$ cat src/rtl/fetch_pkg.sv
`default_nettype none

package fetch_pkg;

  localparam int PC_SIZE = 32;
  localparam int LINE_SIZE_BYTES = 16;
  localparam int LINE_BITS = LINE_SIZE_BYTES * 8;
  localparam int INSTR_BITS = 32;
  localparam int L0_SETS = 8;
  localparam int L1_SETS = 64;
  localparam int BTB_ENTRIES = 16;

  localparam int OFFSET_BITS = $clog2(LINE_SIZE_BYTES);
  localparam int WORD_SEL_BITS = $clog2(LINE_BITS / INSTR_BITS);  // instruction within a line
  localparam int ALIGN_BITS = $clog2(INSTR_BITS / 8);
  localparam int L0_INDEX_BITS = $clog2(L0_SETS);
  localparam int L0_TAG_BITS = PC_SIZE - L0_INDEX_BITS - OFFSET_BITS;
  localparam int L1_INDEX_BITS = $clog2(L1_SETS);
  localparam int L1_TAG_BITS = PC_SIZE - L1_INDEX_BITS - OFFSET_BITS;
  localparam int BTB_INDEX_BITS = $clog2(BTB_ENTRIES);
  localparam int BTB_TAG_BITS = PC_SIZE - BTB_INDEX_BITS - ALIGN_BITS;

  localparam logic [PC_SIZE-1:0] RESET_PC = 32'h0000_1000;

  typedef logic [LINE_BITS-1:0] cache_line_t;

  typedef struct packed {
    logic [L0_TAG_BITS-1:0]   tag;
    logic [L0_INDEX_BITS-1:0] index;
    logic [OFFSET_BITS-1:0]   offset;
  } l0_addr_t;

  typedef struct packed {
    logic [L1_TAG_BITS-1:0]   tag;
    logic [L1_INDEX_BITS-1:0] index;
    logic [OFFSET_BITS-1:0]   offset;
  } l1_addr_t;

  // same pc word, split differently by each cache level
  typedef union packed {
    logic [PC_SIZE-1:0] word;
    l0_addr_t           l0;
    l1_addr_t           l1;
  } pc_u;

  typedef struct packed {
    logic valid;
    pc_u  pc;
  } l1_req_t;

  typedef struct packed {
    logic        valid;
    pc_u         pc;
    cache_line_t data;
  } l1_fill_t;

  typedef struct packed {
    logic               valid;
    logic [PC_SIZE-1:0] addr;  // line aligned
  } mem_req_t;

  typedef struct packed {
    logic        valid;
    cache_line_t data;
  } mem_rsp_t;

  typedef struct packed {
    logic                  valid;
    logic [PC_SIZE-1:0]    pc;
    logic [INSTR_BITS-1:0] instr;
  } fetch_out_t;

  typedef struct packed {
    logic               valid;
    logic [PC_SIZE-1:0] pc;
  } redirect_t;

  typedef struct packed {
    logic               valid;
    logic               taken;
    logic [PC_SIZE-1:0] pc;
    logic [PC_SIZE-1:0] target;
  } bp_update_t;

endpackage

`default_nettype wire

$ cat src/rtl/l0_instruction_cache.sv
`timescale 1ns/10ps
`default_nettype none

// zero-latency lookup that only L1 fills write
module l0_instruction_cache (
  input  logic                   clk,
  input  logic                   reset,
  input  fetch_pkg::pc_u         bp_pred_pc,  // pc being fetched this cycle
  input  fetch_pkg::l1_fill_t    l1_fill,
  output fetch_pkg::cache_line_t cache_line,
  output logic                   cache_hit
);

  import fetch_pkg::*;

  cache_line_t            data_array [L0_SETS];
  logic [L0_TAG_BITS-1:0] tag_array  [L0_SETS];
  logic [L0_SETS-1:0]     valid_bits;

  logic [L0_INDEX_BITS-1:0] pred_index;
  logic [L0_TAG_BITS-1:0]   pred_tag;
  logic [L0_INDEX_BITS-1:0] fill_index;

  assign pred_index = bp_pred_pc.l0.index;
  assign pred_tag   = bp_pred_pc.l0.tag;
  assign fill_index = l1_fill.pc.l0.index;

  // combinational read in the same cycle as the pc
  assign cache_hit  = valid_bits[pred_index] && (tag_array[pred_index] == pred_tag);
  assign cache_line = data_array[pred_index];

  always_ff @(posedge clk) begin
    if (reset) begin
      valid_bits <= '0;
    end else if (l1_fill.valid) begin
      valid_bits[fill_index] <= 1'b1;
    end
  end

  // payload arrays
  always_ff @(posedge clk) begin
    if (l1_fill.valid) begin
      data_array[fill_index] <= l1_fill.data;
      tag_array[fill_index]  <= l1_fill.pc.l0.tag;  // replaces whatever line sat here
    end
  end

  // a fill from the L1 must carry a fully known line
  a_fill_data_known : assert property (
    @(posedge clk) disable iff (reset)
    l1_fill.valid |-> !$isunknown(l1_fill.data)
  ) else $error("l0: fill with unknown data at pc %h", l1_fill.pc.word);

endmodule

`default_nettype wire

$ cat config.mk
export PLATFORM = sky130hd
export DESIGN_NAME = l0_instruction_cache
export DESIGN_NICKNAME = d
export VERILOG_FILES = /design/src/rtl/fetch_pkg.sv /design/src/rtl/l0_instruction_cache.sv
export SDC_FILE = /design/constraint.sdc
export NUM_CORES = 1
export LEC_CHECK = 0
export BUFFER_PORTS_ARGS = -buffer_cell sky130_fd_sc_hd__buf_2
export CAP_MARGIN = 0
export CORE_MARGIN = 2
export CORE_UTILIZATION = 55
export CTS_BUF_LIST = sky130_fd_sc_hd__clkbuf_16
export DETAILED_ROUTE_END_ITERATION = 12
export GPL_TIMING_DRIVEN = 0
export HOLD_SLACK_MARGIN = 0.05
export MAX_ROUTING_LAYER = met4
export PLACE_DENSITY = 0.73
export SYNTH_ARGS = -nofsm -noshare
export SYNTH_HDL_FRONTEND = slang
export SYNTH_SLANG_ARGS = --single-unit
$ cat constraint.sdc
create_clock -name clk -period 19 [get_ports clk]
set_input_delay 1.9 -clock clk [delete_from_list [all_inputs] [get_ports clk]]
set_output_delay 1.9 -clock clk [all_outputs]
set_load 0.02 [all_outputs]
; ---- Word level (Yosys, flattened, before mapping)
; Memory sizes are Yosys's and may differ from the RTL's.
; Cells that the tools add are included.
[word_totals]
memories = 2
reg_bits = 8
output_inout_bits = 129
wordCells = 16
ram_bits = 1224
[op_classes]
bitwise_logic = 1
muxes = 6
n_lt_le_gt_ge = 3
reduce_logical = 2
n_eq_ne = 1
[mem_list]
columns = memory, depth, width, read_ports, rd_clocked_by_memory_dff, wr, line
row1 = data_array, 8, 128, 1, 0, 1, l0_instruction_cache.sv:16  ; cache_line_t data_array [L0_SETS];
row2 = tag_array, 8, 25, 1, 0, 1, l0_instruction_cache.sv:17  ; logic [L0_TAG_BITS-1:0] tag_array [L0_SETS];
[op_table]
columns = cell, n
row1 = $eq 25x25->1, 1
row2 = $lt 3x4->1 const B, 2
row3 = $or 8x8->8, 1
row4 = $mux 1, 4
row5 = $bmux 1 s3, 1
row6 = $demux 1 s3, 1
row7 = $ge 3x1->1 const B, 1
row8 = $logic_and 1x1->1, 2

; ---- Logic depth before layout (Yosys ltp)
[depth]
ltp_word = 5
ltp_mapped = 10
depth_no_buf = 6

; ---- Worst setup path before layout
; No wires, ideal clock.
[synth_timing]
path_kind = in2reg
start = input l1_fill[134] (netlist bit)
end = memory data_array[0][0] (netlist bit) (enable)
path_slack_ns = 5.652
setup_ns = 0.857
t_arrival_ns = 12.491
path_stages = 1
cell_sequence = nor3_1
[synth_lines]
columns = element, line
row1 = from (decl), l0_instruction_cache.sv:9  ; input fetch_pkg::l1_fill_t l1_fill,
row2 = to (decl), l0_instruction_cache.sv:16
; Straight into the memory's write port.

; ---- Worst setup path in the final report
[layout_timing]
start = input bp_pred_pc[5] (netlist bit)
end = output cache_line[55]
[layout_between]
elab_chain_cells = 1
[layout_lines]
columns = element, line
row1 = from (decl), l0_instruction_cache.sv:8  ; input fetch_pkg::pc_u bp_pred_pc,
row2 = $mem_v2 8x128, n/a
row3 = to (decl), l0_instruction_cache.sv:10  ; output fetch_pkg::cache_line_t cache_line,
; No other way between the ends.

==> impl_metrics.json <==
{
  "cts_max_level": 3,
  "holdCritPathClass": "reg -> reg",
  "crit_chain": "buf_2 -> buf_2 -> buf_4 -> clkbuf_1 -> clkbuf_1 -> mux4_2 -> mux2_2 -> buf_2",
  "hold_viol": 0,
  "antenna_found_initial": 30,
  "path_max_fanout": 11,
  "drive_gt1_share_pct": 40.7,
  "numCtsBuffers": 116,
  "peakVddDrop_v": 0.0000784,
  "die_h_um": 295,
  "maxCapViolations": 0,
  "slew_violations": 0,
  "start_util_pct": 55.6,
  "drc": 0,
  "pwr-share-seq_pct": 54.3,
  "grt_max_degree": 27,
  "max_stage_delay_ns": 1.00,
  "power_frac_comb_pct": 6.8,
  "tns_ns": 0,
  "switching_share_pct": 21.4,
  "clk_latency_ns": 0.68,
  "period_share_pct": 37.3,
  "fin_worst_skew_ns": 0,
  "synthSimpleGateAreaFrac_pct": 0.696,
  "ys_seq_area_share_pct": 79.3,
  "crit_type": "in -> out",
  "fmax_mhz": 141,
  "holdBufCountCts": 0,
  "synthXorXnorAreaFrac_pct": 0.282,
  "dp_hpwl_um": 65100,
  "root_buffer": "clkbuf_16",
  "post_cts_buffers": 0,
  "synth_top_family_by_area": "multiplexers",
  "num_rows": 106,
  "syn-num-nets": 2109,
  "end_kind": "output pin",
  "firstDrtPassIters": 5,
  "netlist-cell-type-count": 35,
  "grt_overflow": 0,
  "avgSynthCellArea_um2": 24.3,
  "synth-async-reset-ratio_pct": 0,
  "ys_top_cells_by_count": "edfxtp_1, mux4_2, mux2_2, mux2i_1, clkbuf_1",
  "synthMuxAreaShare_pct": 18.1,
  "min_period_ns": 7.09,
  "switchingPower_mw": 1.22,
  "crit_required_ns": 17.10,
  "cp.arrival_ns": 5.19,
  "slew_headroom_pct": 11.2,
  "grt_pass1_vias": 23129,
  "grt.total_usage_pct": 24.6,
  "syn_area_um2": 46500,
  "cp-start-kind": "input pin",
  "drt_iter0_markers": 1867,
  "synth.most_common_cell": "edfxtp_1",
  "yosysTopAreaCell": "edfxtp_1",
  "setup_viol": 0,
  "wl_per_cell_um": 27.5,
  "p_total_mw": 5.71,
  "rsz0062_at_grt": "false",
  "worst_path_most_repeated_cell": "buf_2",
  "clock_sinks": 1232,
  "routabilityCongestion": 0.754,
  "path_buf_inv": 6,
  "cts_resized": 0,
  "synth_top_area_share_pct": 79.0,
  "worst_pin_slew_ns": 1.33,
  "clk_pin_slew_ns": 0.06,
  "area_growth_pct": 17.7,
  "synth_cells": 1914,
  "core_um2": 83700,
  "die_area_um2": 87000,
  "portBuffers": 313,
  "ys_warn_count": 0,
  "fin_util_pct": 65.5,
  "p_int_mw": 4.49,
  "pwr-share-clk_pct": 38.8,
  "synth_compound_area_share_pct": 0.621,
  "synth-seq-cells": 1232,
  "antenna_left": 0,
  "tritoncts": "done",
  "status": "complete, no violations",
  "synth-main-ff-cell": "edfxtp_1",
  "vias": 21676,
  "ios": 324,
  "cts_max_path_buffers": 3,
  "die_w_um": 295,
  "final_nets": 2626,
  "critPathTopFamily": "buffers and inverters",
  "power.leakage_nw": 18.2,
  "synth_edf_count": 1224,
  "synth.area.top_cells": "edfxtp_1, mux4_2, mux2_2",
  "synthAdderAreaFrac_pct": 0,
  "pwr_density_cell_nw_per_um2": 104,
  "wl_um": 102000,
  "routed_via_density": 5.87,
  "slowest_stage": "clkbuf_1",
  "grt_pass1_wl_um": 149000
}
through the flow:
| step | area [um^2] | cells | hold slack, ns | setup slack, ns |
|---|---|---|---|---|
| 2_1_floorplan | 46500 | 1914 | 0.435 | 5.65 |
| 3_3_place_gp | 49500 | 3361 | 0.446 | -5.70 |
| 3_5_place_dp | 51000 | 3447 | 0.462 | 11.82 |
| 4_1_cts | 54700 | 3666 | 0.481 | 11.77 |
| 5_1_grt | 54800 | 3691 | 0.500 | 11.76 |
| 6_report | 54800 | 3694 | 0.479 | 11.91 |
layout by cell type, fill, tap and decap left out, drive strengths merged, types with 5 or more instances in the layout:
cell type / Yosys / final
mux2i: 59 / 59
and3: 10 / 10
mux2: 130 / 130
a21oi: 10 / 10
xnor2: 6 / 6
dfxtp: 8 / 8
clkinv: 0 / 65
nand2: 8 / 8
bufinv: 0 / 8
buf: 45 / 444
diode: 0 / 28
nand2b: 5 / 5
a22oi: 20 / 20
inv: 0 / 23
nor2: 24 / 24
clkbuf: 46 / 165
xor2: 9 / 9
edfxtp: 1224 / 1224
mux4: 283 / 283
cell type report:
| cell class | count | area, um^2 |
|---|---|---|
| diodes | 28 | 70.1 |
| plain buffers | 91 | 452 |
| clock buffers | 119 | 2980 |
| clock inverters | 100 | 737 |
| fillers | 5373 | 28900 |
| multi-input cells | 591 | 9240 |
| flip-flops and latches | 1232 | 36900 |
| well taps | 1134 | 1420 |
| repair buffers | 399 | 2970 |
worst min-delay path, stage by stage (launching register included):
cell and delay, ns:
dfxtp_1 0.33, nor2_1 0.05, nor2_1 0.07
cells by family after synthesis:
group	Yosys count
AOI/OAI and AO/OA	40
xor gates and xnor gates	15
buffers and inverters	91
DFF	1232
muxes	472
and+or+nand+nor	64
worst paths after layout:
check / slack (ns) / startpoint / end / cells after the start
setup / recovery: 11.91 / bp_pred_pc[5] / cache_line[55] / 8
hold / removal: 0.48 / valid_bits[1] / valid_bits[1] / 2
setup reg to reg: 18.38 / valid_bits[5] / valid_bits[5] / 2
hold reg to reg: 0.48 / valid_bits[1] / valid_bits[1] / 2
layer usage:
metal  routed length, um  vias to the layer above  global-route usage [%]
met1               39900                    11473                    31.5
met3                7910                      126                    5.76
met5                   0                        -                       -
met4                1870                        0                    6.60
met2               52000                      776                    39.9
li1                    -                     9301                       -
power groups by stage:
stage               combinational, mW  clock (mW)  sequential, mW
floorplan                       0.228           0            3.17
global placement                0.367           0            3.18
detailed placement              0.394           0            3.16
CTS                             0.397        2.26            3.10
global route                    0.418        2.37            3.11
finish                          0.391        2.22            3.10
sequential cells by signal (all words and copies together), names as in the netlist:
register,count
valid_bits,8
data_array,1024
tag_array,200
No activity file was read; power rests on OpenSTA's default activity.
