$ cat config.mk
export PLATFORM = sky130hd
export DESIGN_NAME = fetch_unit
export DESIGN_NICKNAME = d
export VERILOG_FILES = /design/src/rtl/fetch_pkg.sv /design/src/rtl/fetch_unit.sv
export SDC_FILE = /design/constraint.sdc
export NUM_CORES = 1
export LEC_CHECK = 0
export BUFFER_PORTS_ARGS = -buffer_cell sky130_fd_sc_hd__buf_2
export CAP_MARGIN = 10
export CORE_AREA = 8 8 182 184
export DETAILED_ROUTE_END_ITERATION = 10
export DIE_AREA = 0 0 190 192
export GPL_ROUTABILITY_DRIVEN = 0
export SLEW_MARGIN = 20
export SYNTH_ARGS = -nofsm -noshare
export SYNTH_HDL_FRONTEND = slang
export SYNTH_SLANG_ARGS = --single-unit
$ cat constraint.sdc
create_clock -name clk -period 8.52 [get_ports clk]
set_input_delay 0.852 -clock clk [delete_from_list [all_inputs] [get_ports clk]]
set_output_delay 0.852 -clock clk [all_outputs]
set_load 0.01 [all_outputs]
$ cat src/rtl/fetch_pkg.sv
`default_nettype none

package fetch_pkg;

  localparam int PC_SIZE = 32;
  localparam int LINE_SIZE_BYTES = 16;
  localparam int LINE_BITS = LINE_SIZE_BYTES * 8;
  localparam int INSTR_BITS = 32;
  localparam int L0_SETS = 8;
  localparam int L1_SETS = 64;
  localparam int BTB_ENTRIES = 16;

  localparam int OFFSET_BITS = $clog2(LINE_SIZE_BYTES);
  localparam int WORD_SEL_BITS = $clog2(LINE_BITS / INSTR_BITS);  // instruction within a line
  localparam int ALIGN_BITS = $clog2(INSTR_BITS / 8);
  localparam int L0_INDEX_BITS = $clog2(L0_SETS);
  localparam int L0_TAG_BITS = PC_SIZE - L0_INDEX_BITS - OFFSET_BITS;
  localparam int L1_INDEX_BITS = $clog2(L1_SETS);
  localparam int L1_TAG_BITS = PC_SIZE - L1_INDEX_BITS - OFFSET_BITS;
  localparam int BTB_INDEX_BITS = $clog2(BTB_ENTRIES);
  localparam int BTB_TAG_BITS = PC_SIZE - BTB_INDEX_BITS - ALIGN_BITS;

  localparam logic [PC_SIZE-1:0] RESET_PC = 32'h0000_1000;

  typedef logic [LINE_BITS-1:0] cache_line_t;

  typedef struct packed {
    logic [L0_TAG_BITS-1:0]   tag;
    logic [L0_INDEX_BITS-1:0] index;
    logic [OFFSET_BITS-1:0]   offset;
  } l0_addr_t;

  typedef struct packed {
    logic [L1_TAG_BITS-1:0]   tag;
    logic [L1_INDEX_BITS-1:0] index;
    logic [OFFSET_BITS-1:0]   offset;
  } l1_addr_t;

  // same pc word, split differently by each cache level
  typedef union packed {
    logic [PC_SIZE-1:0] word;
    l0_addr_t           l0;
    l1_addr_t           l1;
  } pc_u;

  typedef struct packed {
    logic valid;
    pc_u  pc;
  } l1_req_t;

  typedef struct packed {
    logic        valid;
    pc_u         pc;
    cache_line_t data;
  } l1_fill_t;

  typedef struct packed {
    logic               valid;
    logic [PC_SIZE-1:0] addr;  // line aligned
  } mem_req_t;

  typedef struct packed {
    logic        valid;
    cache_line_t data;
  } mem_rsp_t;

  typedef struct packed {
    logic                  valid;
    logic [PC_SIZE-1:0]    pc;
    logic [INSTR_BITS-1:0] instr;
  } fetch_out_t;

  typedef struct packed {
    logic               valid;
    logic [PC_SIZE-1:0] pc;
  } redirect_t;

  typedef struct packed {
    logic               valid;
    logic               taken;
    logic [PC_SIZE-1:0] pc;
    logic [PC_SIZE-1:0] target;
  } bp_update_t;

endpackage

`default_nettype wire

$ cat src/rtl/fetch_unit.sv
`timescale 1ns/10ps
`default_nettype none

module fetch_unit (
  input  logic                   clk,
  input  logic                   reset,
  input  fetch_pkg::redirect_t   redirect,
  input  fetch_pkg::pc_u         pred_pc,
  input  logic                   cache_hit,
  input  fetch_pkg::cache_line_t cache_line,
  input  fetch_pkg::l1_fill_t    l1_fill,
  output fetch_pkg::pc_u         fetch_pc,
  output fetch_pkg::l1_req_t     l1_req,
  output fetch_pkg::fetch_out_t  fetch_out
);

  import fetch_pkg::*;

  logic                     waiting;   // miss sent and no fill yet
  logic                     hit_go;
  logic                     miss_go;
  logic [WORD_SEL_BITS-1:0] word_sel;
  logic [INSTR_BITS-1:0]    instr;

  assign hit_go  = !waiting && cache_hit && !redirect.valid;
  assign miss_go = !waiting && !cache_hit && !redirect.valid;  // a redirect drops the miss

  assign word_sel = fetch_pc.l0.offset[OFFSET_BITS-1 -: WORD_SEL_BITS];
  assign instr    = cache_line[word_sel * INSTR_BITS +: INSTR_BITS];

  always_ff @(posedge clk) begin
    if (reset) begin
      fetch_pc.word   <= RESET_PC;
      waiting         <= 1'b0;
      l1_req.valid    <= 1'b0;
      fetch_out.valid <= 1'b0;
    end else begin
      l1_req.valid    <= miss_go;  // single cycle pulse
      fetch_out.valid <= hit_go;

      if (redirect.valid) begin
        fetch_pc.word <= redirect.pc;  // taken even while waiting
      end else if (hit_go) begin
        fetch_pc <= pred_pc;
      end

      if (waiting && l1_fill.valid) begin
        waiting <= 1'b0;  // retry the lookup next cycle
      end else if (miss_go) begin
        waiting <= 1'b1;
      end
    end
  end

  always_ff @(posedge clk) begin
    if (miss_go) begin
      l1_req.pc <= fetch_pc;
    end
    if (hit_go) begin
      fetch_out.pc    <= fetch_pc.word;
      fetch_out.instr <= instr;
    end
  end

  // the L1 only sends a fill for a miss that was asked for
  a_fill_only_when_waiting : assert property (
    @(posedge clk) disable iff (reset)
    l1_fill.valid |-> waiting
  ) else $error("fetch: fill arrived with no miss outstanding");

endmodule

`default_nettype wire

======== Yosys cells after proc, flatten, opt, wreduce, memory -nomap -nowiden ========
Index checks and enable logic that the tools add are counted.
word-level totals
  output and inout port bits .............. 130
  bits in registers ....................... 131
  input bits .............................. 357
  word-level logic and storage cells ...... 20
operators by class
  shifts and indexed selects .............. 1
  multiplexer cells ....................... 2
  reduce and logical (&&, ||, !) cells .... 10
operators by type and width
  operator                                                  count
  128-bit by 8-bit variable part select with 32-bit output  1
  32-bit two-way mux                                        2
  1-bit logical AND                                         5
  1-bit zero test                                           3
  2-bit nonzero test                                        1
  2-bit OR reduction                                        1

======== Logic depth before layout (Yosys ltp) ========
  word-level depth ........................ 5
  gate-level depth with buffers ........... 6
  gate-level depth less buffers ........... 3

======== Worst setup path before layout ========
OpenSTA, ideal clock, no wires.
  path kind ............................... input to register
  from .................................... input port redirect[32] in the netlist's numbering
  to ...................................... register fetch_out[0] in the netlist's numbering (enable)
  arrival ................................. 5.805 ns
  data required time ...................... 7.940 ns
  stages .................................. 3
  library setup time ...................... 0.580 ns
  path buffers ............................ 2
  setup slack ............................. 2.135 ns
  cells stage by stage .................... buf_6 -> buf_6 -> nor3b_1
on the way
  cells in the longest elaborated chain, start to end .. 2
ends and longest elaborated chain
  element             RTL line          RTL
  start: declaration  fetch_unit.sv:7   input fetch_pkg::redirect_t redirect,
  1-bit zero test     fetch_unit.sv:25  assign hit_go = !waiting && cache_hit && !redirect.valid;
  1-bit logical AND   fetch_unit.sv:25
  net hit_go          fetch_unit.sv:20  logic hit_go;
  end: declaration    fetch_unit.sv:14  output fetch_pkg::fetch_out_t fetch_out
The timed path passes the listed nets, and every way through them passes these cells.
A chain may end at the register's enable or synchronous reset.

======== Final worst setup path ========
  from .................................... register fetch_pc[3] in the netlist's numbering
  to ...................................... output port fetch_pc[3] in the netlist's numbering
RTL lines
  element                   RTL line          RTL
  start: declaration        fetch_unit.sv:12  output fetch_pkg::pc_u fetch_pc,
  start signal: assignment  fetch_unit.sv:44  fetch_pc <= pred_pc;
No word-level cell between the ends.

==> results list <==
* Most frequent cells in the layout: sky130_fd_sc_hd__buf_2, sky130_fd_sc_hd__edfxtp_1, sky130_fd_sc_hd__dfxtp_1
- Number of buffer and inverter instances along the worst setup path: 1
- In this run, synthesis produced a sequential element count of 131.
- For the worst-skew pair, the clock arrives at the later sink with an insertion delay of 420 ps.
- Final clock skew: 12.0 ps
- Of all nets on the critical path, the largest fanout is 36.
* Core Box Area: 30,200 um^2
* Final worst path period share: 29.6%
* DRC marker count from the first detailed-route iteration: 162
- Per-instance average area after synthesis: 17.5 um^2
- Antenna diode instance count: 0
- Summed over all cells, the static leakage comes to 3.48 nW.
- The initial antenna violation count was 0.
* Clock Root Buffer: sky130_fd_sc_hd__clkbuf_16
- Post-CTS Resized: 0
* CTS Sinks: 131
* Critical Path Source: fetch_pc[3]$_SDFFE_PP0P_
* Die area: 36,500 um^2
- Worst reg2reg startpoint: fetch_pc[2]$_SDFFE_PP0P_
- Largest stage delay on the critical path: 960 ps
* Number of setup violations in the final report: 0
* Post-DR vias/cell: 3.99
* Worst setup slack for register-to-register paths: 6670 ps
- Areal power density over the cells: 208 nW/um^2
- Cell family with most CP delay: flip-flops
- The number of global-route vias before repair came to 4,745.
- At the placement stage, the worst setup path has a slack of 5890 ps.
- The clock period could shrink to 2520 ps.
* I/O Buffers: 326
- Synth-to-Final Area Change: 43.7%
- Reg-to-reg endpoint: fetch_out[2]$_DFFE_PP_
- Cts hold-fix bufs: 0
- R2R depth: 2
- Combined global-route utilization of all metal layers: 10.8%
- The library cell used most frequently in the layout, excluding fill and tap cells, is sky130_fd_sc_hd__buf_2.
- Synthesis handed over a netlist of 331 instances.
- Nets in the synthesized netlist: 688
- Fillers: 3,120
* Max-slew violation count: 0
- WP depth: 1
* Worst-Margin Slew: 1020 ps
* Critical Path Sink Type: primary output
- Post-CTS timing repair inserted 0 buffers for setup.
* Share of final-layout standard cells stronger than drive strength 1: 68.7%
- In the final routed layout, each cell accounts on average for 19.1 um.
- Adding up every negative setup slack in the final design gives 0 ps.
- Among all stages on the critical path, the largest delay is contributed by sky130_fd_sc_hd__dfxtp_2.
- Kind of start point of the critical path: flip-flop
- Static timing analysis puts the maximum clock frequency at 396 MHz.
* Worst setup endpoint: fetch_pc[3]
* DRT Wirelength: 20.3 mm
* Unrepaired setup endpoints after global routing: false
- Effective utilization at floorplan: 19.2%
- Row generation in the floorplan step produced 64 rows.
- Yosys warns: 0
- Sequential area share after synthesis: 62.0%
- The critical path in this run is classified as flip-flop to primary output.
- Pre-Repair DR Iteration Count: 4
- IR analysis of the VDD net gives a maximum drop of 0.101 mV.
- Maxcap violations: 0
- After the flow finishes, the layout carries non-filler instances totaling 1,061.
* First-pass GRT wire length: 29.1 mm
* Class of the tightest hold or removal check: flip-flop to flip-flop
- Total CTS buffers: 17
- The critical path goes through buf_2.
- Boundary pin count: 487
- Required time reported for the critical path endpoint: 7670 ps
* Slew headroom: 32.0%
- After clock tree synthesis, the clock-pin slew on the worst setup and hold paths is 60 ps.
- STA puts the critical path data arrival time at 1670 ps.
- Clock Tree Buf Depth: 2
- Die Ht: 192 um
* Final worst setup slack: 6000 ps
- The count of nets left with antenna violations once routing finished came out at 0.
- Final hold violation count: 0
* Remaining global-route overflow: 0
- The H-tree was split into 4 levels.
- Maximum number of pins on one net before global-route repair: 65
- TritonCTS built the clock tree.
* Distinct cell type count after synthesis: 24
* Width of the die: 190 um
- Count of placed standard cells including taps: 1,029
- Summing over every cut layer, the via total after detailed routing is 4,232.
* # DRC: 0
- The synthesized netlist occupies a cell area of 5780 um^2.
* Number of nets in the layout: 1,009
* Result of the run: completed
- After legalization and detailed placement, the total HPWL measured 15.6 mm.
==> cell families after synthesis <==
logic type	synth area share, %
AO/OA/AOI/OAI	3.07
buffers and inverters	4.67
multiplexers	20.4
flip-flops	62.0
AND/OR/NAND/NOR	9.86
==> area by class of cell <==
cell class,instances,area (um^2),share of cell area (%)
flip-flops and latches,131,3590,43.1
multi-input cells,167,1950,23.4
repair buffers,332,1680,20.2
clock buffers,25,527,6.34
well taps,396,495,5.96
clock inverters,7,66.3,0.798
inverters,3,12.5,0.150
==> sequential cells by signal, indices dropped and copies added (netlist names) <==
name / count
fetch_out: 65
l1_req: 33
fetch_pc: 32
waiting: 1
==> per-layer routing <==
| metal | vias to the layer above | GRT usage [%] | wire, um | part of all wire [%] |
|---|---|---|---|---|
| li1 | 1952 | - | - | - |
| met1 | 2004 | 12.8 | 8440 | 42 |
| met2 | 263 | 16.9 | 9210 | 45 |
| met3 | 13 | 4.92 | 2390 | 12 |
| met4 | 0 | 3.82 | 280 | 1.4 |
| met5 | - | 0 | 0 | 0 |
==> synth_stat cells <==
| library cell | n | area [um^2] |
|---|---|---|
| sky130_fd_sc_hd__edfxtp_1 | 96 | 2880 |
| sky130_fd_sc_hd__dfxtp_1 | 35 | 701 |
| sky130_fd_sc_hd__nor3b_1 | 33 | 248 |
| sky130_fd_sc_hd__a21oi_1 | 31 | 155 |
| sky130_fd_sc_hd__mux4_2 | 29 | 653 |
| sky130_fd_sc_hd__nor3_2 | 28 | 280 |
| sky130_fd_sc_hd__mux2_4 | 24 | 360 |
| sky130_fd_sc_hd__buf_2 | 14 | 70.1 |
| sky130_fd_sc_hd__buf_6 | 10 | 113 |
| sky130_fd_sc_hd__mux2_2 | 6 | 67.6 |
| sky130_fd_sc_hd__nor3_1 | 4 | 20.0 |
| sky130_fd_sc_hd__buf_12 | 3 | 60.1 |
| sky130_fd_sc_hd__mux4_1 | 3 | 78.8 |
| sky130_fd_sc_hd__a21oi_2 | 2 | 17.5 |
| sky130_fd_sc_hd__clkbuf_1 | 2 | 7.51 |
| sky130_fd_sc_hd__inv_1 | 2 | 7.51 |
| sky130_fd_sc_hd__mux2_1 | 2 | 22.5 |
| sky130_fd_sc_hd__and2_1 | 1 | 6.26 |
| sky130_fd_sc_hd__buf_4 | 1 | 7.51 |
| sky130_fd_sc_hd__clkinv_2 | 1 | 5.00 |
| sky130_fd_sc_hd__nand2b_1 | 1 | 6.26 |
| sky130_fd_sc_hd__nor2_1 | 1 | 3.75 |
| sky130_fd_sc_hd__nor4_1 | 1 | 6.26 |
| sky130_fd_sc_hd__o21ai_0 | 1 | 5.00 |
==> through the flow <==
stage / hold WS (ps) / cell area [um^2] / util, % / power, W
finish: 491 / 8310 / 27.5 / 0.00173
detailed placement: 470 / 7720 / 25.6 / 0.00102
CTS: 484 / 8310 / 27.5 / 0.00177
global route: 509 / 8310 / 27.5 / 0.00182
global placement: 459 / 7720 / 25.6 / 0.00102
floorplan: 458 / 5780 / - / 0.000911
==> worst min path at each step <==
| stage | slack [ps] | depth (start not counted) | from | to |
|---|---|---|---|---|
| after detailed placement | 470 | 0 | fetch_pc[10]$_SDFFE_PP0P_ | fetch_out[42]$_DFFE_PP_ |
| after global placement | 460 | 0 | fetch_pc[12]$_SDFFE_PP1P_ | l1_req[12]$_DFFE_PP_ |
| after global routing | 510 | 0 | fetch_pc[10]$_SDFFE_PP0P_ | l1_req[10]$_DFFE_PP_ |
| final | 490 | 0 | fetch_pc[11]$_SDFFE_PP0P_ | fetch_out[43]$_DFFE_PP_ |
| after CTS | 480 | 0 | fetch_pc[12]$_SDFFE_PP1P_ | l1_req[12]$_DFFE_PP_ |
| after floorplan | 460 | 1 | waiting$_SDFFE_PP0P_ | l1_req[32]$_SDFF_PP0_ |
==> report_power, final <==
part,switching [W],leakage [nW],internal [W]
clock,0.000274,0.299,0.000458
combinational,0.000116,1.98,0.000122
sequential,0.0000285,1.21,0.000735
Power figures use the tool's default switching activity.
