`src/rtl/fetch_pkg.sv`:
```
`default_nettype none

package fetch_pkg;

  localparam int PC_SIZE = 32;
  localparam int LINE_SIZE_BYTES = 16;
  localparam int LINE_BITS = LINE_SIZE_BYTES * 8;
  localparam int INSTR_BITS = 32;
  localparam int L0_SETS = 8;
  localparam int L1_SETS = 64;
  localparam int BTB_ENTRIES = 16;

  localparam int OFFSET_BITS = $clog2(LINE_SIZE_BYTES);
  localparam int WORD_SEL_BITS = $clog2(LINE_BITS / INSTR_BITS);  // instruction within a line
  localparam int ALIGN_BITS = $clog2(INSTR_BITS / 8);
  localparam int L0_INDEX_BITS = $clog2(L0_SETS);
  localparam int L0_TAG_BITS = PC_SIZE - L0_INDEX_BITS - OFFSET_BITS;
  localparam int L1_INDEX_BITS = $clog2(L1_SETS);
  localparam int L1_TAG_BITS = PC_SIZE - L1_INDEX_BITS - OFFSET_BITS;
  localparam int BTB_INDEX_BITS = $clog2(BTB_ENTRIES);
  localparam int BTB_TAG_BITS = PC_SIZE - BTB_INDEX_BITS - ALIGN_BITS;

  localparam logic [PC_SIZE-1:0] RESET_PC = 32'h0000_1000;

  typedef logic [LINE_BITS-1:0] cache_line_t;

  typedef struct packed {
    logic [L0_TAG_BITS-1:0]   tag;
    logic [L0_INDEX_BITS-1:0] index;
    logic [OFFSET_BITS-1:0]   offset;
  } l0_addr_t;

  typedef struct packed {
    logic [L1_TAG_BITS-1:0]   tag;
    logic [L1_INDEX_BITS-1:0] index;
    logic [OFFSET_BITS-1:0]   offset;
  } l1_addr_t;

  // same pc word, split differently by each cache level
  typedef union packed {
    logic [PC_SIZE-1:0] word;
    l0_addr_t           l0;
    l1_addr_t           l1;
  } pc_u;

  typedef struct packed {
    logic valid;
    pc_u  pc;
  } l1_req_t;

  typedef struct packed {
    logic        valid;
    pc_u         pc;
    cache_line_t data;
  } l1_fill_t;

  typedef struct packed {
    logic               valid;
    logic [PC_SIZE-1:0] addr;  // line aligned
  } mem_req_t;

  typedef struct packed {
    logic        valid;
    cache_line_t data;
  } mem_rsp_t;

  typedef struct packed {
    logic                  valid;
    logic [PC_SIZE-1:0]    pc;
    logic [INSTR_BITS-1:0] instr;
  } fetch_out_t;

  typedef struct packed {
    logic               valid;
    logic [PC_SIZE-1:0] pc;
  } redirect_t;

  typedef struct packed {
    logic               valid;
    logic               taken;
    logic [PC_SIZE-1:0] pc;
    logic [PC_SIZE-1:0] target;
  } bp_update_t;

endpackage

`default_nettype wire

```
`src/rtl/branch_predictor.sv`:
```
`timescale 1ns/10ps
`default_nettype none

// direct-mapped BTB with one two-bit counter per entry
module branch_predictor (
  input  logic                  clk,
  input  logic                  reset,
  input  fetch_pkg::pc_u        fetch_pc,
  input  fetch_pkg::bp_update_t bp_update,
  output fetch_pkg::pc_u        pred_pc
);

  import fetch_pkg::*;

  typedef struct packed {
    logic [BTB_TAG_BITS-1:0] tag;
    logic [PC_SIZE-1:0]      target;
    logic [1:0]              ctr;  // 0 and 1 not taken, 2 and 3 taken
  } btb_entry_t;

  btb_entry_t             btb      [BTB_ENTRIES];
  logic [BTB_ENTRIES-1:0] btb_valid;

  logic [BTB_INDEX_BITS-1:0] fetch_idx;
  logic [BTB_TAG_BITS-1:0]   fetch_tag;
  logic [BTB_INDEX_BITS-1:0] upd_idx;
  logic [BTB_TAG_BITS-1:0]   upd_tag;
  logic                      fetch_match;
  logic                      upd_match;
  logic                      predict_taken;
  btb_entry_t                fetch_entry;
  btb_entry_t                upd_entry;

  assign fetch_idx = fetch_pc.word[ALIGN_BITS +: BTB_INDEX_BITS];
  assign fetch_tag = fetch_pc.word[PC_SIZE-1 -: BTB_TAG_BITS];
  assign upd_idx   = bp_update.pc[ALIGN_BITS +: BTB_INDEX_BITS];
  assign upd_tag   = bp_update.pc[PC_SIZE-1 -: BTB_TAG_BITS];

  assign fetch_entry = btb[fetch_idx];
  assign upd_entry   = btb[upd_idx];

  assign fetch_match   = btb_valid[fetch_idx] && (fetch_entry.tag == fetch_tag);
  assign upd_match     = btb_valid[upd_idx] && (upd_entry.tag == upd_tag);
  assign predict_taken = fetch_match && (fetch_entry.ctr >= 2'd2);

  // fall through is the next sequential instruction
  assign pred_pc.word = predict_taken ? fetch_entry.target
                                      : fetch_pc.word + PC_SIZE'(INSTR_BITS / 8);

  always_ff @(posedge clk) begin
    if (reset) begin
      btb_valid <= '0;
    end else if (bp_update.valid && bp_update.taken) begin
      btb_valid[upd_idx] <= 1'b1;
    end
  end

  // tag, target and counter of an entry
  always_ff @(posedge clk) begin
    if (bp_update.valid) begin
      if (bp_update.taken) begin
        btb[upd_idx].tag    <= upd_tag;
        btb[upd_idx].target <= bp_update.target;
        if (!upd_match) begin
          btb[upd_idx].ctr <= 2'd2;  // new entry starts weakly taken
        end else if (upd_entry.ctr != 2'd3) begin
          btb[upd_idx].ctr <= upd_entry.ctr + 2'd1;
        end
      end else if (upd_match && (upd_entry.ctr != 2'd0)) begin
        btb[upd_idx].ctr <= upd_entry.ctr - 2'd1;
      end
    end
  end

endmodule

`default_nettype wire

```
`config.mk`:
```
export PLATFORM = sky130hd
export DESIGN_NAME = branch_predictor
export DESIGN_NICKNAME = d
export VERILOG_FILES = /design/src/rtl/fetch_pkg.sv /design/src/rtl/branch_predictor.sv
export SDC_FILE = /design/constraint.sdc
export NUM_CORES = 1
export LEC_CHECK = 0
export BUFFER_PORTS_ARGS = -buffer_cell sky130_fd_sc_hd__buf_4
export CAP_MARGIN = 20
export CORE_ASPECT_RATIO = 1.2
export CORE_MARGIN = 2
export CORE_UTILIZATION = 40
export CTS_BUF_LIST = sky130_fd_sc_hd__clkbuf_16
export DETAILED_ROUTE_END_ITERATION = 10
export PLACE_DENSITY = 0.53
export RECOVER_POWER = 100
export SYNTH_ARGS = -nofsm -noshare
export SYNTH_HDL_FRONTEND = slang
export SYNTH_SLANG_ARGS = --single-unit
```
`constraint.sdc`:
```
create_clock -name clk -period 17.53 [get_ports clk]
set_clock_uncertainty 0.05 [all_clocks]
set_input_delay 2.6295 -clock clk [delete_from_list [all_inputs] [get_ports clk]]
set_output_delay 2.6295 -clock clk [all_outputs]
set_load 0.02 [all_outputs]
```
# After elaboration in Yosys (flattened, before gate mapping)
# Memories as Yosys holds them, arrays and structs flattened.
# Index checks and enable logic that the tools add are counted.
# W data, S select, Z words.
[totals]
ff_bits = 16
latchBits = 0
mem_bits_rw = 960
romBits = 0
inputBits = 100
word_cells = 47
n_memories = 1
[op_classes]
add_sub_neg = 3
mul = 0
div = 0
order_cmp = 4
n_eq_ne = 3
shift = 0
n_mux = 25
n_bitwise = 3
reduce_logical = 7
[mem_list]
columns = ["memory", "depth", "width", "rd", "rd_clocked_by_memory_dff", "write_ports", "line", "rtl"]
rows = [
  ["btb", 16, 60, 2, 0, 1, "branch_predictor.sv:21", "btb_entry_t btb [BTB_ENTRIES];"],
]
[ops]
columns = ["operator", "count"]
rows = [
  ["$eq A26 B26 Y1", 2],
  ["$add A32 B3 Y32 const B", 1],
  ["$mux W32", 1],
  ["$mux W1", 19],
  ["$or A16 B16 Y16", 1],
  ["$lt A4 B5 Y1 const B", 2],
  ["$bmux W1 S4", 2],
  ["$logic_and A1 B1 Y1", 6],
  ["$demux W1 S4", 1],
  ["$ge A4 B1 Y1 const B", 1],
  ["$mux W2", 2],
  ["$add A2 B1 Y2 const B", 1],
  ["$ge A2 B2 Y1 const B", 1],
  ["$ne A2 B2 Y1 const B", 1],
  ["$or A1 B1 Y1", 2],
  ["$reduce_bool A2 Y1", 1],
  ["$sub A2 B1 Y2 const B", 1],
]

# Longest topological paths before layout
# Gate-level depths: netlist of run 1.
[depth]
depth_word = 9
ltp_mapped = 14
mapped_depth_nobuf = 9

# Least setup slack after synthesis of run 1
# No wires, ideal clock.
[synth_path]
path_type = "input to output"
startpoint = "in fetch_pc[2] (netlist name)"
endpoint = "out pred_pc[22] (netlist name)"
arrival_time_ns = 5.803
required_ns = 14.851
setup_slack_ns = 9.048
stages = 9
path_buffers = 6
cell_sequence = "buf_2 -> buf_2 -> buf_4 -> buf_2 -> clkbuf_1 -> buf_1 -> mux4_2 -> mux4_2 -> mux2_1"
[synth_lines]
columns = ["element", "line", "rtl"]
rows = [
  ["start, declared", "branch_predictor.sv:8", "input fetch_pkg::pc_u fetch_pc,"],
  ["end, declared", "branch_predictor.sv:10", "output fetch_pkg::pc_u pred_pc"],
]

==> out/metrics.yaml, run 1 <==
grt:
  grt_antenna_before_repair: 13
  grt_max_degree: 80
  grtUsageTotal_pct: 22.57
  grt-ovfl-total: 0
  grt_pass1_wl_um: 173600
  grt_pass1_vias: 23221
synthesis:
  ys.flop_type: "edfxtp_1"
  syn-cell-area_sq_um: 42470
  synth_mux_area_share_pct: 23.27
  ys_warn_count: 0
  synth_xor_area_share_pct: 1.526
  synth_fp_nets: 2161
  synth_fa_ha_area_share_pct: 0.08839
  netlist_instances: 2058
  yosysSeqAreaShare_pct: 68.63
  ys_types: 67
  syn_avg_cell_area_sq_um: 20.64
  synthSimpleGateAreaFrac_pct: 2.604
  synth_edf_count: 960
  synth-compound-area-share_pct: 2.218
  ys_ff_latch: 976
  synthArstFlopShare_pct: 0
  synth_top_family_by_area: "multiplexers"
timing:
  finalSetupTns_ns: 0
  hold_viol: 0
  rsz0062_at_grt: "no"
  layout_min_cycle_time_ns: 13.19
  finalCritPeriodShare_pct: 75.25
  finalSetupViolations: 0
  slew-limit-headroom_pct: -185.0
  slew_viol_final: 1050
  worst_pin_slew_ns: 4.275
  fmax_mhz: 75.81
route:
  drc_errors: 0
  wire_per_inst_um: 33.13
  met3_length_um: 8467
  routedLengthMet1_um: 50120
  drt_iter0_drc: 2384
  vias: 22260
  first_pass_iters: 5
  drt_wl_total_um: 122100
  drtAntennaViolNets: 0
  highest_layer: "met5"
  vias_per_cell: 6.039
  dr_wl_met2_um: 60110
clocking:
  cts_resized: 0
  clkSinkCount: 976
  cts_hold_buffers: 0
  root_buffer: "clkbuf_16"
  cts_max_level: 3
  post_cts_buffers: 0
  path_clk_slew_ns: 0.06
  insertion_delay_ns: 0.67
  cts_tree: "built"
  numCtsBuffers: 99
  cts_max_path_buffers: 3
setup_path:
  crit_arrival_ns: 10.51
  r2r_slack_ns: 13.18
  crit_start: "fetch_pc[2]"
  worstPathRequired_ns: 14.85
  r2r_cells: 8
  cp_max_fo: 59
  crit_end: "pred_pc[13]"
  critPathSlowestCell: "clkbuf_1"
  worstSetupEndpointType: "output port"
  cp_cell_sequence: "buf_8 -> clkbuf_1 -> mux4_2 -> mux4_2 -> xor2_1 -> a2111oi_0 -> nand4_1 -> nor4_4 -> clkbuf_1 -> mux2_2 -> clkbuf_1"
  cpPeakStageDelay_ns: 2.31
  reg2reg_from: "btb[15][56]$_DFFE_PP_"
  crit_type: "input pin to output port"
  regToRegEndpoint: "btb[11][1]$_DFFE_PP_"
  crit_top_cell: "clkbuf_1"
  startpoint_type: "input pin"
floorplanning:
  start_util_pct: 40.48
  rows: 130
  dieArea_sq_um: 108800
  die_w_um: 301.5
  core_area_sq_um: 104900
  dieHeight_um: 360.9
  io_pins: 132
place:
  dp_hpwl_um: 72090
  numPortBuffers: 129
  place_area_sq_um: 45090
  gp_congestion: 0.8579
layout:
  area_delta_synth_final_pct: 12.42
  fin_nets: 2317
  fin_area_sq_um: 47740
  nFillCells: 8923
  drive_above_1_share_pct: 27.25
pwr:
  pwr-share-clk_pct: 40.9
  ir_drop_v: 0.00008880
  power_density_nw_per_um2: 105.4
  leakagePower_nw: 15.00
  power_mw: 5.031
  combPwrFrac_pct: 7.5
  seqPwrFrac_pct: 51.7
  swShare_pct: 22.41
  p_int_mw: 3.904
  switchingPower_mw: 1.127
hold_path:
  min_from: "btb_valid[3]$_SDFFE_PP0P_"
  hp-class: "flop to flop"
run_status:
  outcome: "finished, violations left"
  violations: "max-capacitance violations, max-slew violations"
job:
  drv_cap: 36
==> worst min path at each step <==
stage	end	slack, ns	cells past startpoint
final	btb_valid[3]$_SDFFE_PP0P_	0.45	2
after global routing	btb_valid[5]$_SDFFE_PP0P_	0.48	2
after CTS	btb_valid[15]$_SDFFE_PP0P_	0.45	2
after detailed placement	btb_valid[15]$_SDFFE_PP0P_	0.43	2
after global placement	btb_valid[5]$_SDFFE_PP0P_	0.42	2
after floorplan	btb_valid[2]$_SDFFE_PP0P_	0.41	2
==> cell type report <==
cell class / count / area [sq um] / area share, %
Tap cell: 1386 / 1734 / 3.632
Antenna cell: 3 / 7.507 / 0.01572
Clock inverter: 83 / 624.3 / 1.308
Multi-Input combinational cell: 931 / 12630 / 26.45
Inverter: 27 / 103.9 / 0.2175
Sequential cell: 976 / 29150 / 61.05
Clock buffer: 101 / 2527 / 5.294
Timing Repair Buffer: 179 / 968.4 / 2.029
==> state kept, by name, summed over array words and instances, names as in the netlist <==
register,cells
btb,960
btb_valid,16
==> synth_stat cells, types with 3 or more instances <==
library cell / n / share of area [%]
buf_2: 32 / 0.38
a22o_1: 10 / 0.21
a221oi_1: 8 / 0.16
or4_1: 4 / 0.071
a2111oi_0: 3 / 0.062
o22a_1: 3 / 0.062
nand2b_1: 4 / 0.059
mux2_2: 35 / 0.93
dfxtp_1: 16 / 0.75
a22oi_1: 15 / 0.27
nand3_1: 22 / 0.26
edfxtp_1: 960 / 68
nand4_1: 17 / 0.25
o2bb2ai_1: 5 / 0.10
clkbuf_1: 44 / 0.39
buf_4: 12 / 0.21
nor2_1: 74 / 0.65
mux2_1: 6 / 0.16
mux4_2: 380 / 20
a311oi_1: 3 / 0.062
o22ai_1: 7 / 0.10
or3_1: 4 / 0.059
xor2_1: 25 / 0.52
o31ai_1: 5 / 0.088
inv_1: 26 / 0.23
buf_1: 28 / 0.25
ha_1: 3 / 0.088
o21ai_0: 21 / 0.25
mux2_4: 6 / 0.21
o211ai_1: 6 / 0.11
nor3_1: 9 / 0.11
and2_1: 5 / 0.074
buf_6: 7 / 0.19
nand2_1: 42 / 0.37
and3_1: 18 / 0.27
xnor2_1: 49 / 1.0
mux2i_1: 77 / 1.8
o211a_1: 3 / 0.071
nor4_1: 4 / 0.059
a31oi_1: 4 / 0.059
a21oi_1: 17 / 0.20
nor2b_1: 6 / 0.088
==> worst max-delay path: cells and delay by family <==
| family | cells | cell delay [ns] |
|---|---|---|
| AOI/OAI and AO/OA | 1 | 0.43 |
| buffers and inverters | 4 | 4.91 |
| and+or+nand+nor | 2 | 0.49 |
| muxes | 3 | 1.75 |
| xor gates and xnor gates | 1 | 0.18 |
==> power by group through the flow <==
stage          registers, mW  logic (mW)  clock network (mW)
4_1_cts                 2.60       0.389                2.10
5_1_grt                 2.60       0.397                2.19
6_report                2.60       0.375                2.06
2_1_floorplan           2.65       0.226                   0
3_3_place_gp            2.64       0.384                   0
3_5_place_dp            2.65       0.387                   0
==> layer usage <==
layer  vias to the layer above  GRT usage [%]
met1                     12133          30.84
li1                       9075              -
met2                       855          37.12
met4                        12          6.387
met5                         -              0
met3                       185          4.167
==> logic make-up after synthesis <==
group           Yosys count
fa+ha+maj                 3
xor+xnor                 74
mux                     504
flops                   976
buf+inv                 151
compound gates          128
simple gates            222
==> through the flow <==
step / util, % / setup WS [ns] / std cells / hold slack (ns)
3_5_place_dp: 42.98 / 7.366 / 3499 / 0.4342
2_1_floorplan: - / 9.048 / 2058 / 0.4071
4_1_cts: 45.98 / 7.345 / 3683 / 0.4488
3_3_place_gp: 42.96 / 7.334 / 3498 / 0.4191
6_report: 45.51 / 4.339 / 3686 / 0.4514
5_1_grt: 45.50 / 3.644 / 3683 / 0.4754
==> layout by cell type (no fill, tap or decap), drive strengths merged, types with 5 or more instances in the layout <==
cell type	count
nor4	6
xnor2	49
nand3	22
clkbuf	206
xor2	25
o211ai	7
nor2b	6
mux2i	77
a22oi	15
edfxtp	960
bufinv	8
clkinv	44
o22ai	7
dfxtp	16
a22o	10
a221oi	9
nor3	9
nand4	17
inv	52
and3	18
clkinvlp	6
nand2	42
o2bb2ai	5
nor2	74
buf	74
o31ai	5
mux2	47
and2	5
a21oi	17
mux4	380
o21ai	21
Power figures use the tool's default switching activity.
==> run 2, diff against run 1 <==
==> constraint.sdc (replaced) <==
create_clock -name clk -period 12.3 [get_ports clk]
set_clock_uncertainty 0.05 [all_clocks]
set_input_delay 1.845 -clock clk [delete_from_list [all_inputs] [get_ports clk]]
set_output_delay 1.845 -clock clk [all_outputs]
set_load 0.02 [all_outputs]
==> run 2 against run 1 <==
  * The run still ends with max-capacitance violations, max-slew violations left
  * Worst hold slack hardly changed
  * Final cell count about the same
  * Critical endpoint is now btb[7][0]$_DFFE_PP_
  * Clock power up 46%
  * Core utilization up 0.13 points
  * Largest cell class unchanged
  * Cell area is 0.29% higher
  * Sequential share of layout area is 0.18 points lower
==> out/metrics.yaml, run 2 (synthesis results as in run 1) <==
run_status:
  outcome: "finished, violations left"
  violations: "max-capacitance violations, max-slew violations"
layout:
  nFillCells: 8887  # -0.40%
  layout_common_cells: "960 x edfxtp_1, 380 x mux4_2, 103 x clkbuf_1"
  multi_input_area_sq_um: 12640  # +0.14%
  largest_reg_flops: 960  # unchanged
  reg_top3: "btb x960, btb_valid x16"
  final_common_cell: "edfxtp_1"
  fin_area_sq_um: 47880  # +0.29%
  ff_latch_area_sq_um: 29150  # unchanged
  area_delta_synth_final_pct: 12.75
  top_register: "btb"
  drive_above_1_share_pct: 27.21  # -0.044 points
  fin_nets: 2320  # +0.13%
grt:
  grt_pass1_vias: 23442  # +0.95%
  grt_max_degree: 88  # +10%
  grt_antenna_before_repair: 17  # +4
  grtUsageTotal_pct: 22.73  # +0.15 points
  grt-ovfl-total: 0  # unchanged
  grt_pass1_wl_um: 174100  # +0.28%
setup_path:
  cp_max_fo: 50  # -15%
  crit_top_cell: "clkbuf_1"
  cpPeakStageDelay_ns: 2.57  # +0.26 ns
  critPathSlowestCell: "clkbuf_1"
  startpoint_type: "input pin"
  crit_type: "input pin to flop"
  cp_cell_sequence: "clkbuf_1 -> clkbuf_1 -> inv_1 -> mux2_2 -> a22oi_1 -> a21oi_1 -> or4_1 -> nor4_2 -> o211ai_2 -> o31ai_1"
  worstSetupEndpointType: "flop"
  crit_arrival_ns: 10.41  # -0.10 ns
  worstPathRequired_ns: 12.56  # -2.29 ns
pwr:
  power_mw: 7.238  # +44%
  power_density_nw_per_um2: 151.2  # +43%
  leakagePower_nw: 15.06  # +0.43%
  ir_drop_v: 0.0001102  # +24%
clocking:
  numCtsBuffers: 99  # unchanged
  cts_max_level: 3  # unchanged
  cts_max_path_buffers: 3  # unchanged
  insertion_delay_ns: 0.68  # about the same
  cts_tree: "built"
  cts_resized: 0  # unchanged
  cts_hold_buffers: 0  # unchanged
  path_clk_slew_ns: 0.06  # about the same
  root_buffer: "clkbuf_16"
  post_cts_buffers: 0  # unchanged
  clkSinkCount: 976  # unchanged
place:
  dp_hpwl_um: 71310  # -1.1%
  place_area_sq_um: 45130  # about the same
  numPortBuffers: 129  # unchanged
  gp_congestion: 0.8507  # -0.84%
timing:
  fmax_mhz: 98.54
  rsz0062_at_grt: "no"
  worst_pin_slew_ns: 4.207  # -0.06873 ns
  finalSetupViolations: 0  # unchanged
  layout_min_cycle_time_ns: 10.15
  slew_viol_final: 873  # -17%
  slew-limit-headroom_pct: -180.4  # +4.6 points
  finalCritPeriodShare_pct: 82.50
  hold_viol: 0  # unchanged
  hold-worst-slack_ns: 0.4519  # +0.0004910 ns
  finalSetupTns_ns: 0  # unchanged
floorplanning:
  io_pins: 132  # unchanged
  dieArea_sq_um: 108800  # unchanged
  dieHeight_um: 360.9  # unchanged
  rows: 130  # unchanged
  die_w_um: 301.5  # unchanged
  core_area_sq_um: 104900  # unchanged
  start_util_pct: 40.48  # unchanged
route:
  drt_iter0_drc: 2182  # -8.5%
  wire_per_inst_um: 33.31  # +0.52%
  first_pass_iters: 6  # +1
  drt_wl_total_um: 122800  # +0.58%
  drtAntennaViolNets: 0  # unchanged
  vias: 22395  # +0.61%
  vias_per_cell: 6.072  # +0.55%
  drc_errors: 0  # unchanged
job:
  drv_cap: 29  # -19%
hold_path:
  hp-class: "flop to flop"
[run 2: layout make-up]
class | instances | area share, %
diodes | 5 | 0.02613
clock buffers | 99 | 5.174
clock inverters | 82 | 1.571
inverters | 27 | 0.2169
multi-input cells | 931 | 26.41
flip-flops and latches | 976 | 60.88
well taps | 1386 | 3.622
repair buffers | 182 | 2.106
[run 2: worst paths after layout]
kind | start | endpoint | cells past startpoint | slack, ns
worst max-delay path | bp_update[37] | btb[7][0]$_DFFE_PP_ | 10 | 2.15
worst min-delay path | btb_valid[2]$_SDFFE_PP0P_ | btb_valid[2]$_SDFFE_PP0P_ | 2 | 0.45
worst max register to register | btb[7][49]$_DFFE_PP_ | btb[7][0]$_DFFE_PP_ | 8 | 8.26
worst min register to register | btb_valid[2]$_SDFFE_PP0P_ | btb_valid[2]$_SDFFE_PP0P_ | 2 | 0.45
[run 2: critical path, delay by kind of cell]
family | cells | cell delay [ns]
buffers and inverters | 3 | 5.53
AO/OA/AOI/OAI | 4 | 1.46
AND/OR/NAND/NOR | 2 | 0.82
multiplexers | 1 | 0.69
[run 2: per-layer routing]
layer / up-vias / global-route usage [%] / routed length [um]
met5: - / 0 / 122
met4: 20 / 7.610 / 4120
met3: 233 / 5.320 / 9642
met2: 903 / 36.43 / 59230
met1: 12152 / 30.64 / 49720
li1: 9087 / - / -
[run 2: report_power, final]
part,internal (mW),total (mW),switching (mW),leakage (nW)
Sequential,3.69,3.70,0.0115,8.80
Combinational,0.214,0.536,0.322,4.62
Clock,1.70,3.00,1.30,1.65
[run 2: metrics by stage]
stage	util, %	instances	setup slack [ns]
2_1_floorplan	-	2058	5.387
3_3_place_gp	42.98	3499	3.850
3_5_place_dp	43.01	3501	3.830
4_1_cts	46.09	3682	3.820
5_1_grt	45.63	3684	1.860
6_report	45.64	3688	2.152
